[src/verilog/mem_params.svh]
`ifndef MEM_PARAMS_SVH
`define MEM_PARAMS_SVH

// Backing RAM geometry.
`define MEM_SIZE_BYTES 512
`define ADDR_WIDTH 9

// Memory bus line geometry.
`define LINE_BYTES 16
`define LINE_OFFSET_BITS 4
`define LINE_BITS (`LINE_BYTES * 8)
`define LINE_ADDR_WIDTH (`ADDR_WIDTH - `LINE_OFFSET_BITS)

// Client word geometry.
`define WORD_BYTES 4
`define WORD_OFFSET_BITS 2
`define WORD_BITS (`WORD_BYTES * 8)

// Number of word ports sharing the memory bus.
`define NUM_PORTS 2

`endif

[src/verilog/mem_pkg.sv]
`include "mem_params.svh"

package mem_pkg;

  // word request from a client port, held stable while req is high.
  typedef struct packed {
    logic                        write; // high for a store.
    logic [`ADDR_WIDTH-1:0]      addr;  // byte address, word aligned.
    logic [`WORD_BITS-1:0]       wdata; // store data, byte 0 in the low bits.
    logic [`WORD_BYTES-1:0]      mask;  // one enable per byte of wdata.
  } word_req_t;

  // word response, valid while ack is high.
  typedef struct packed {
    logic [`WORD_BITS-1:0] rdata; // loaded word, or the merged word after a store.
  } word_rsp_t;

  // Command on the shared line-wide memory bus.
  typedef struct packed {
    logic                        read;      // one-cycle read strobe.
    logic                        write;     // one-cycle write strobe.
    logic [`LINE_ADDR_WIDTH-1:0] line_addr; // line index into the RAM.
    logic [`LINE_BITS-1:0]       data;      // full line for a write.
  } line_cmd_t;

endpackage

[src/verilog/line_ram.sv]
`include "mem_params.svh"

module line_ram
  import mem_pkg::*;
(
  input  logic                  clock,
  input  logic                  reset,
  input  line_cmd_t             cmd,
  output logic                  ready,
  output logic                  done,
  output logic [`LINE_BITS-1:0] rdata
);

  logic [7:0]             mem [`MEM_SIZE_BYTES]; // byte storage, undefined until written.
  logic [`ADDR_WIDTH-1:0] base;                  // first byte of the addressed line.

  assign base = {cmd.line_addr, {`LINE_OFFSET_BITS{1'b0}}}; // lines are always aligned.

  // Storage and read data path.
  // Byte i of a line sits in bits [8*i +: 8] on the bus, so the lowest address
  // lands in the low byte just as it does for words.
  always_ff @(posedge clock) begin
    if (cmd.read) begin
      for (int i = 0; i < `LINE_BYTES; i++) begin
        rdata[8*i +: 8] <= mem[base + `ADDR_WIDTH'(i)];
      end
    end
    if (cmd.write) begin
      for (int i = 0; i < `LINE_BYTES; i++) begin
        mem[base + `ADDR_WIDTH'(i)] <= cmd.data[8*i +: 8];
      end
    end
  end

  // Handshake pulses follow their strobe by exactly one cycle.
  always_ff @(posedge clock) begin
    if (reset) begin
      ready <= 1'b0;
      done  <= 1'b0;
    end else begin
      ready <= cmd.read;  // rdata is valid in the same cycle.
      done  <= cmd.write; // the line is stored by now.
    end
  end

  // The arbiter and the word ports together must keep the strobes apart.
  property p_no_read_write_overlap;
    @(posedge clock) disable iff (reset)
      !(cmd.read && cmd.write);
  endproperty

  assert property (p_no_read_write_overlap)
    else $error("line_ram: read and write strobes high together");

  // Strobes are single-cycle pulses, and a new one waits for ready or done.
  property p_read_is_pulse;
    @(posedge clock) disable iff (reset)
      cmd.read |=> !cmd.read;
  endproperty

  property p_write_is_pulse;
    @(posedge clock) disable iff (reset)
      cmd.write |=> !cmd.write;
  endproperty

  assert property (p_read_is_pulse)
    else $error("line_ram: read strobe held for two cycles");

  assert property (p_write_is_pulse)
    else $error("line_ram: write strobe held for two cycles");

endmodule

[src/verilog/bus_arbiter.sv]
`include "mem_params.svh"

module bus_arbiter
  import mem_pkg::*;
(
  input  logic                        clock,
  input  logic                        reset,
  input  logic      [`NUM_PORTS-1:0]  busy,
  input  line_cmd_t [`NUM_PORTS-1:0]  port_cmd,
  output logic      [`NUM_PORTS-1:0]  grant,
  output line_cmd_t                   cmd
);

  logic [`NUM_PORTS-1:0] grant_q;    // registered owner of the bus.
  logic [`NUM_PORTS-1:0] grant_next;
  logic                  prio_q;     // port that wins a tie, 0 is fetch.
  logic                  prio_next;

  // The grant drops in the same cycle the owner lets go of busy.
  // That frees the bus one cycle before the owner's ack falls.
  assign grant = grant_q & busy;

  // Next owner selection.
  // An owner keeps the bus for as long as busy stays high, which covers the
  // whole read-modify-write and any time the client sits on its ack.
  always_comb begin
    grant_next = grant_q & busy; // hold the current owner.
    prio_next  = prio_q;
    if (grant_next == '0) begin
      if (busy[prio_q]) begin
        grant_next[prio_q] = 1'b1;
        prio_next          = ~prio_q; // the other port goes first next time.
      end else if (busy[~prio_q]) begin
        grant_next[~prio_q] = 1'b1;
        prio_next           = prio_q; // the favoured port keeps its claim.
      end
    end
  end

  always_ff @(posedge clock) begin
    if (reset) begin
      grant_q <= '0;
      prio_q  <= 1'b0; // fetch is favoured out of reset.
    end else begin
      grant_q <= grant_next;
      prio_q  <= prio_next;
    end
  end

  // Only the owner's command reaches the RAM; the bus is quiet otherwise.
  always_comb begin
    cmd = '0;
    for (int p = 0; p < `NUM_PORTS; p++) begin
      if (grant[p]) begin
        cmd = port_cmd[p];
      end
    end
  end

  property p_grant_onehot;
    @(posedge clock) disable iff (reset)
      $onehot0(grant);
  endproperty

  assert property (p_grant_onehot)
    else $error("bus_arbiter: more than one port granted");

endmodule

[src/verilog/word_port.sv]
`include "mem_params.svh"

module word_port
  import mem_pkg::*;
(
  input  logic                  clock,
  input  logic                  reset,
  input  logic                  req,
  input  word_req_t             req_data,
  output logic                  ack,
  output word_rsp_t             rsp,
  output logic                  busy,
  input  logic                  granted,
  output line_cmd_t             cmd,
  input  logic                  ready,
  input  logic                  done,
  input  logic [`LINE_BITS-1:0] rdata
);

  typedef enum logic [2:0] {
    IDLE,       // no request.
    WAIT_GRANT, // request seen, bus owned by the other port.
    READ,       // read strobe on the bus.
    READ_WAIT,  // waiting for the line.
    WRITE,      // write strobe with the merged line.
    WRITE_WAIT, // waiting for the store to finish.
    ACK         // ack high until the client drops req.
  } state_t;

  state_t                       state;
  state_t                       state_next;
  logic [`LINE_BITS-1:0]        line_q;    // fetched line, merged for stores.
  logic [`LINE_BITS-1:0]        merged;
  logic [`WORD_OFFSET_BITS-1:0] word_sel;  // word within the line.
  logic [`WORD_BITS-1:0]        word_base; // bit offset of that word.

  assign word_sel  = req_data.addr[`LINE_OFFSET_BITS-1:`WORD_OFFSET_BITS];
  assign word_base = `WORD_BITS'(word_sel) * `WORD_BITS;

  // Store data lands only in the masked bytes of the selected word.
  always_comb begin
    merged = rdata;
    if (req_data.write) begin
      for (int b = 0; b < `WORD_BYTES; b++) begin
        if (req_data.mask[b]) begin
          merged[word_base + 8*b +: 8] = req_data.wdata[8*b +: 8];
        end
      end
    end
  end

  always_comb begin
    state_next = state;
    case (state)
      IDLE:       if (req) state_next = WAIT_GRANT;
      WAIT_GRANT: if (granted) state_next = READ;
      READ:       state_next = READ_WAIT;
      READ_WAIT:  if (ready) state_next = req_data.write ? WRITE : ACK;
      WRITE:      state_next = WRITE_WAIT;
      WRITE_WAIT: if (done) state_next = ACK;
      ACK:        if (!req) state_next = IDLE; // ack falls one cycle after req.
      default:    state_next = IDLE;
    endcase
  end

  always_ff @(posedge clock) begin
    if (reset) begin
      state <= IDLE;
    end else begin
      state <= state_next;
    end
  end

  // The line is captured as it arrives and already holds the merge.
  always_ff @(posedge clock) begin
    if (state == READ_WAIT && ready) begin
      line_q <= merged;
    end
  end

  // A request claims the bus from its rise until the client drops it.
  assign busy = req;

  assign ack       = (state == ACK);
  assign rsp.rdata = line_q[word_base +: `WORD_BITS]; // payload held, so the offset is too.

  assign cmd.read      = (state == READ);
  assign cmd.write     = (state == WRITE);
  assign cmd.line_addr = req_data.addr[`ADDR_WIDTH-1:`LINE_OFFSET_BITS];
  assign cmd.data      = line_q;

  // Four-phase rule seen across the client boundary.
  property p_ack_needs_req;
    @(posedge clock) disable iff (reset)
      $rose(ack) |-> $past(req);
  endproperty

  assert property (p_ack_needs_req)
    else $error("word_port: ack rose without a request");

endmodule

[src/verilog/mem_subsystem.sv]
`include "mem_params.svh"

module mem_subsystem
  import mem_pkg::*;
(
  input  logic      clock,
  input  logic      reset,
  input  logic      fetch_req,
  input  word_req_t fetch_req_data,
  output logic      fetch_ack,
  output word_rsp_t fetch_rsp,
  input  logic      data_req,
  input  word_req_t data_req_data,
  output logic      data_ack,
  output word_rsp_t data_rsp
);

  localparam int FETCH = 0; // port index on the arbiter.
  localparam int DATA  = 1;

  logic      [`NUM_PORTS-1:0] busy;
  logic      [`NUM_PORTS-1:0] grant;
  line_cmd_t [`NUM_PORTS-1:0] port_cmd;
  line_cmd_t                  ram_cmd;
  logic                       ram_ready;
  logic                       ram_done;
  logic      [`LINE_BITS-1:0] ram_rdata;

  // instruction fetch side, same ports as the data side.
  word_port fetch_port_i (
    .clock    (clock),
    .reset    (reset),
    .req      (fetch_req),
    .req_data (fetch_req_data),
    .ack      (fetch_ack),
    .rsp      (fetch_rsp),
    .busy     (busy[FETCH]),
    .granted  (grant[FETCH]),
    .cmd      (port_cmd[FETCH]),
    .ready    (ram_ready & grant[FETCH]), // only the owner sees the RAM answer.
    .done     (ram_done & grant[FETCH]),
    .rdata    (ram_rdata)
  );

  word_port data_port_i (
    .clock    (clock),
    .reset    (reset),
    .req      (data_req),
    .req_data (data_req_data),
    .ack      (data_ack),
    .rsp      (data_rsp),
    .busy     (busy[DATA]),
    .granted  (grant[DATA]),
    .cmd      (port_cmd[DATA]),
    .ready    (ram_ready & grant[DATA]),
    .done     (ram_done & grant[DATA]),
    .rdata    (ram_rdata)
  );

  bus_arbiter bus_arbiter_i (
    .clock    (clock),
    .reset    (reset),
    .busy     (busy),
    .port_cmd (port_cmd),
    .grant    (grant),
    .cmd      (ram_cmd)
  );

  line_ram line_ram_i (
    .clock (clock),
    .reset (reset),
    .cmd   (ram_cmd),
    .ready (ram_ready),
    .done  (ram_done),
    .rdata (ram_rdata)
  );

endmodule

[config.mk]
export PLATFORM = sky130hd
export DESIGN_NAME = mem_subsystem
export DESIGN_NICKNAME = d
export VERILOG_FILES = /design/src/verilog/mem_pkg.sv /design/src/verilog/line_ram.sv /design/src/verilog/bus_arbiter.sv /design/src/verilog/word_port.sv /design/src/verilog/mem_subsystem.sv
export VERILOG_INCLUDE_DIRS = /design/src /design/src/verilog
export SDC_FILE = /design/constraint.sdc
export NUM_CORES = 2
export LEC_CHECK = 0
export BUFFER_PORTS_ARGS = -buffer_cell sky130_fd_sc_hd__buf_4
export CORE_UTILIZATION = 35
export DETAILED_ROUTE_END_ITERATION = 7
export PLACE_DENSITY_LB_ADDON = 0.2
export SLEW_MARGIN = 20
export SYNTH_ARGS = -nofsm -noshare
export SYNTH_HDL_FRONTEND = slang
export SYNTH_SLANG_ARGS = --single-unit
[constraint.sdc]
create_clock -name clock -period 16.8 [get_ports clock]
set_input_delay 2.52 -clock clock [delete_from_list [all_inputs] [get_ports clock]]
set_output_delay 2.52 -clock clock [all_outputs]
set_load 0.05 [all_outputs]
==> results list <==
* Synth async-reset ratio: 0%
* Number of enable-type register cells in the synthesized netlist: roughly 4500
* Global route overflow: 0
- CTS Buf Count: 465
* Maximum operating frequency: 0.125 GHz
* HPWL reported at the end of detailed placement: around 300 mm
* Maximum number of pins on one net before global-route repair: 182
- Across every metal layer, demand over resource in global routing totals 22.1%.
* Post-layout nets: 12300
- Max_slew headroom: 15.1%
* Run status: finished, final reports clean
- The via count of the first global-routing pass is 104000.
- Slowest cell on the critical path: sky130_fd_sc_hd__buf_4
- The first global-routing pass estimated about 800 mm of wire.
- In this design, the stage delay of the slowest critical-path cell is 0.85 ns.
* Total negative slack: 0 ns
- Leakage power of the design: 66.7 nW
- For the worst setup path, the data required time is about 18 ns.
* Number of buffers on the longest clock path: 4
- Overall power consumption after layout is estimated at ~23 mW.
* Die width: ~710 um
- In the post-synthesis netlist, the biggest area contributors are sky130_fd_sc_hd__edfxtp_1 76%, sky130_fd_sc_hd__nand2_1 5.7%, sky130_fd_sc_hd__a21oi_1 5.2%, sky130_fd_sc_hd__mux2i_1 2.9%, sky130_fd_sc_hd__a221oi_1 2.4%.
- The floorplan has 260 rows.
- The initial utilization of the core area, before any placement, comes to 35.1%.
- Area added between synthesis and finish: 13.5%
* Fraction of layout cells with a size suffix above 1: 9.93%
* Clk pin slew, worst setup/hold paths: about 0.06 ns
- Cell with the most instances after synthesis: sky130_fd_sc_hd__edfxtp_1
* CP startpoint kind: input pin
* RSZ-0062 raised after global routing: false
- Using the TritonRoute via totals, the vias-per-cell ratio works out to about 5.7.
- Average detailed-routed wire length per instance: 30.2 um
- The cell sitting at the root of the clock tree is a sky130_fd_sc_hd__clkbuf_16.
- For the pin with the worst max-slew slack, the measured transition is 1.27 ns.
- CP dominant cell by count: sky130_fd_sc_hd__buf_4
- Family with the most delay on the worst path: buffers and inverters
- By startpoint and endpoint, the worst setup path is classified as input pin to register.
- The first detailed-routing pass ran for 6 iterations.
- Number of pins with negative max-slew slack in the final report: 0
- Counting every sink on the clock net gives 4491.
- During placement, the flow inserted port buffers numbering 157.
- Among all flip-flop cells after synthesis, the most frequent one is sky130_fd_sc_hd__edfxtp_1.
* Mapped Avg Cell Area: between 10 and 15 sq um
* Worst min path class: register to register
- The number of antenna violations at the first check in global routing came to 71.
- The first routing iteration left about 13000 violations.
- In this run the post-CTS setup repair buffer count came out at 0.
- Core area: 0.501 sq mm
- Endpoint kind of the worst setup timing path: register
* Crit path cell chain: buf_4 -> and2_1 -> a31oi_4 -> buf_4 -> buf_4 -> buf_12 -> buf_12 -> buf_4 -> buf_4 -> a221oi_1 -> a21oi_1 -> nand4_1
- At the later pin of the worst-skew pair, clock insertion delay measures 1.04 ns.
* Height of the die: 711 um
- The clock period could shrink to 7.99 ns.
* Number of filler instances in the final layout: around 46000
* Warnings, synthesis: 0
* Post-synthesis instance total: 12100
- The synthesized design contains 4491 register bits.
- The detail route stage leaves a number of antenna-violating nets equal to 0.
- Count of max-cap constraint violations: 0
* Final critical-path share of the clock period: 47.6%
- Synth top cells by count: 4480 x sky130_fd_sc_hd__edfxtp_1, 2668 x sky130_fd_sc_hd__nand2_1, 1823 x sky130_fd_sc_hd__a21oi_1
- Buffers inserted to repair hold after CTS numbered 0.
- IR analysis of the VDD net gives a maximum drop of 101 uV.
- sky130_fd_sc_hd__edfxtp_1 takes more of the synthesized area than any other cell.
- Weighted congestion reported at the end of routability-driven placement: 0.792
- STA puts the critical path data arrival time at 8.73 ns.
- TritonCTS built the clock tree.
- Synthesized area: 0.176 sq mm
* H-tree depth: 5
- Proportion of netlist area held by the largest area contributor: 76.5%
* Quantity of gates resized following cts: 0
- For this run, design rule violations remaining after detail routing come to 0.
- The clock arrives with between 0.06 and 0.07 ns of skew.
- Once layout is complete, the utilization of the core stands at between 30% and 40%.
- Power per unit of standard cell area: 117 mW/mm^2
- Final Hold Viols: 0
- Summing over every cut layer, the via total after detailed routing is 110000.
* Number of nets in the synthesized netlist: roughly 12000
* Maximum fanout encountered on the critical timing path: around 160
- Die ar.: 0.506 sq mm
* Number of distinct library cells after synthesis: 43
* Buffers and inverters on the worst path: 7
* Sum of routed wire length over all layers: between 500 and 600 mm
* Setup Viol. Count Final: 0
- I/O pin total: around 160
- Sequential elements use 76.6% of the synthesized area.
==> metrics by stage <==
stage	hold WS, ns	worst slack, ns	area [sq um]	instances
6_report	0.540	8.81	200000	19200
5_1_grt	0.577	8.54	200000	19200
4_1_cts	0.531	9.02	200000	19200
3_5_place_dp	0.531	7.96	185000	18400
3_3_place_gp	0.499	7.97	185000	18400
2_1_floorplan	0.481	0.975	176000	12100
==> flip-flops by register name (all words and copies together) (netlist names) <==
name	cells
data_port_i.state	3
line_ram_i.mem	4096
bus_arbiter_i.grant_q	2
bus_arbiter_i.prio_q	1
line_ram_i.ready	1
line_ram_i.rdata	128
data_port_i.line_q	128
fetch_port_i.line_q	128
fetch_port_i.state	3
line_ram_i.done	1
==> layer usage <==
layer / part of all wire (%) / up-vias / track usage, %
met5: 0.049 / - / 0
met4: 2.4 / 46 / 4.84
met3: 9.0 / 832 / 4.34
met2: 46 / 4938 / 34.6
met1: 43 / 57300 / 32.0
li1: - / 46500 / -
==> logic make-up (layout without fill, tap and decap cells) <==
logic type | count (synthesis) | count (layout) | synth area share [%]
adder cells (fa/ha/maj) | 10 | 10 | 0.0711
buffers and inverters | 855 | 1277 | 2.03
multiplexers | 579 | 579 | 3.75
AND/OR/NAND/NOR | 3211 | 3211 | 7.31
flip-flops | 4491 | 4491 | 76.6
AO/OA/AOI/OAI | 2973 | 2973 | 10.3
other | 0 | 14 | 0
==> path summary, 6_finish.rpt <==
path	from	to	slack [ns]	cells after the start
setup / recovery	fetch_req	line_ram_i.rdata[54]$_DFFE_PP_	8.81	12
hold / removal	line_ram_i.rdata[47]$_DFFE_PP_	data_port_i.line_q[47]$_DFFE_PP_	0.54	2
setup reg to reg	bus_arbiter_i.grant_q[1]$_SDFF_PP0_	line_ram_i.rdata[54]$_DFFE_PP_	9.95	11
hold reg to reg	line_ram_i.rdata[47]$_DFFE_PP_	data_port_i.line_q[47]$_DFFE_PP_	0.54	2
==> cell usage in the layout (no fill, tap or decap), types with 64 or more instances in the layout <==
cell                        instances
sky130_fd_sc_hd__nand4_1          127
sky130_fd_sc_hd__nand3_1          321
sky130_fd_sc_hd__clkbuf_16        470
sky130_fd_sc_hd__a31oi_1          230
sky130_fd_sc_hd__a21oi_1         1823
sky130_fd_sc_hd__a22o_1           149
sky130_fd_sc_hd__mux2i_1          514
sky130_fd_sc_hd__mux4_2            64
sky130_fd_sc_hd__o21ai_0          196
sky130_fd_sc_hd__clkinv_1         114
sky130_fd_sc_hd__nand2_1         2668
sky130_fd_sc_hd__a221oi_1         486
sky130_fd_sc_hd__buf_4            377
sky130_fd_sc_hd__edfxtp_1        4480
sky130_fd_sc_hd__clkbuf_1         109
sky130_fd_sc_hd__clkinv_2          72
==> cell type report <==
| type | count | area [sq um] | area share (%) |
|---|---|---|---|
| well taps | 6681 | 8360 | 4.19 |
| multi-input cells | 6773 | 38200 | 19.1 |
| repair buffers | 419 | 3670 | 1.84 |
| clock inverters | 268 | 2470 | 1.24 |
| clock buffers | 579 | 12200 | 6.10 |
| flip-flops and latches | 4491 | 135000 | 67.5 |
| inverters | 11 | 41.3 | 0.0207 |
| diodes | 14 | 35.0 | 0.0175 |
==> worst register-to-register path, stage by stage, from the launching register on <==
cell                       delay, ns
sky130_fd_sc_hd__dfxtp_1        0.49
sky130_fd_sc_hd__nand2_1        0.24
sky130_fd_sc_hd__a31oi_4        0.25
sky130_fd_sc_hd__buf_4          0.73
sky130_fd_sc_hd__buf_4          0.89
sky130_fd_sc_hd__buf_12         0.56
sky130_fd_sc_hd__buf_12         0.85
sky130_fd_sc_hd__buf_4          0.90
sky130_fd_sc_hd__buf_4          0.87
sky130_fd_sc_hd__a221oi_1       0.31
sky130_fd_sc_hd__a21oi_1        0.36
sky130_fd_sc_hd__nand4_1        0.15
==> where the power goes <==
| part | internal, mW | switching [mW] |
|---|---|---|
| combinational | 0.235 | 0.725 |
| sequential | 12.3 | 0.00203 |
| clock | 5.72 | 4.35 |
| total | 18.2 | 5.08 |
Note: power is estimated with default switching activity, not from simulation.
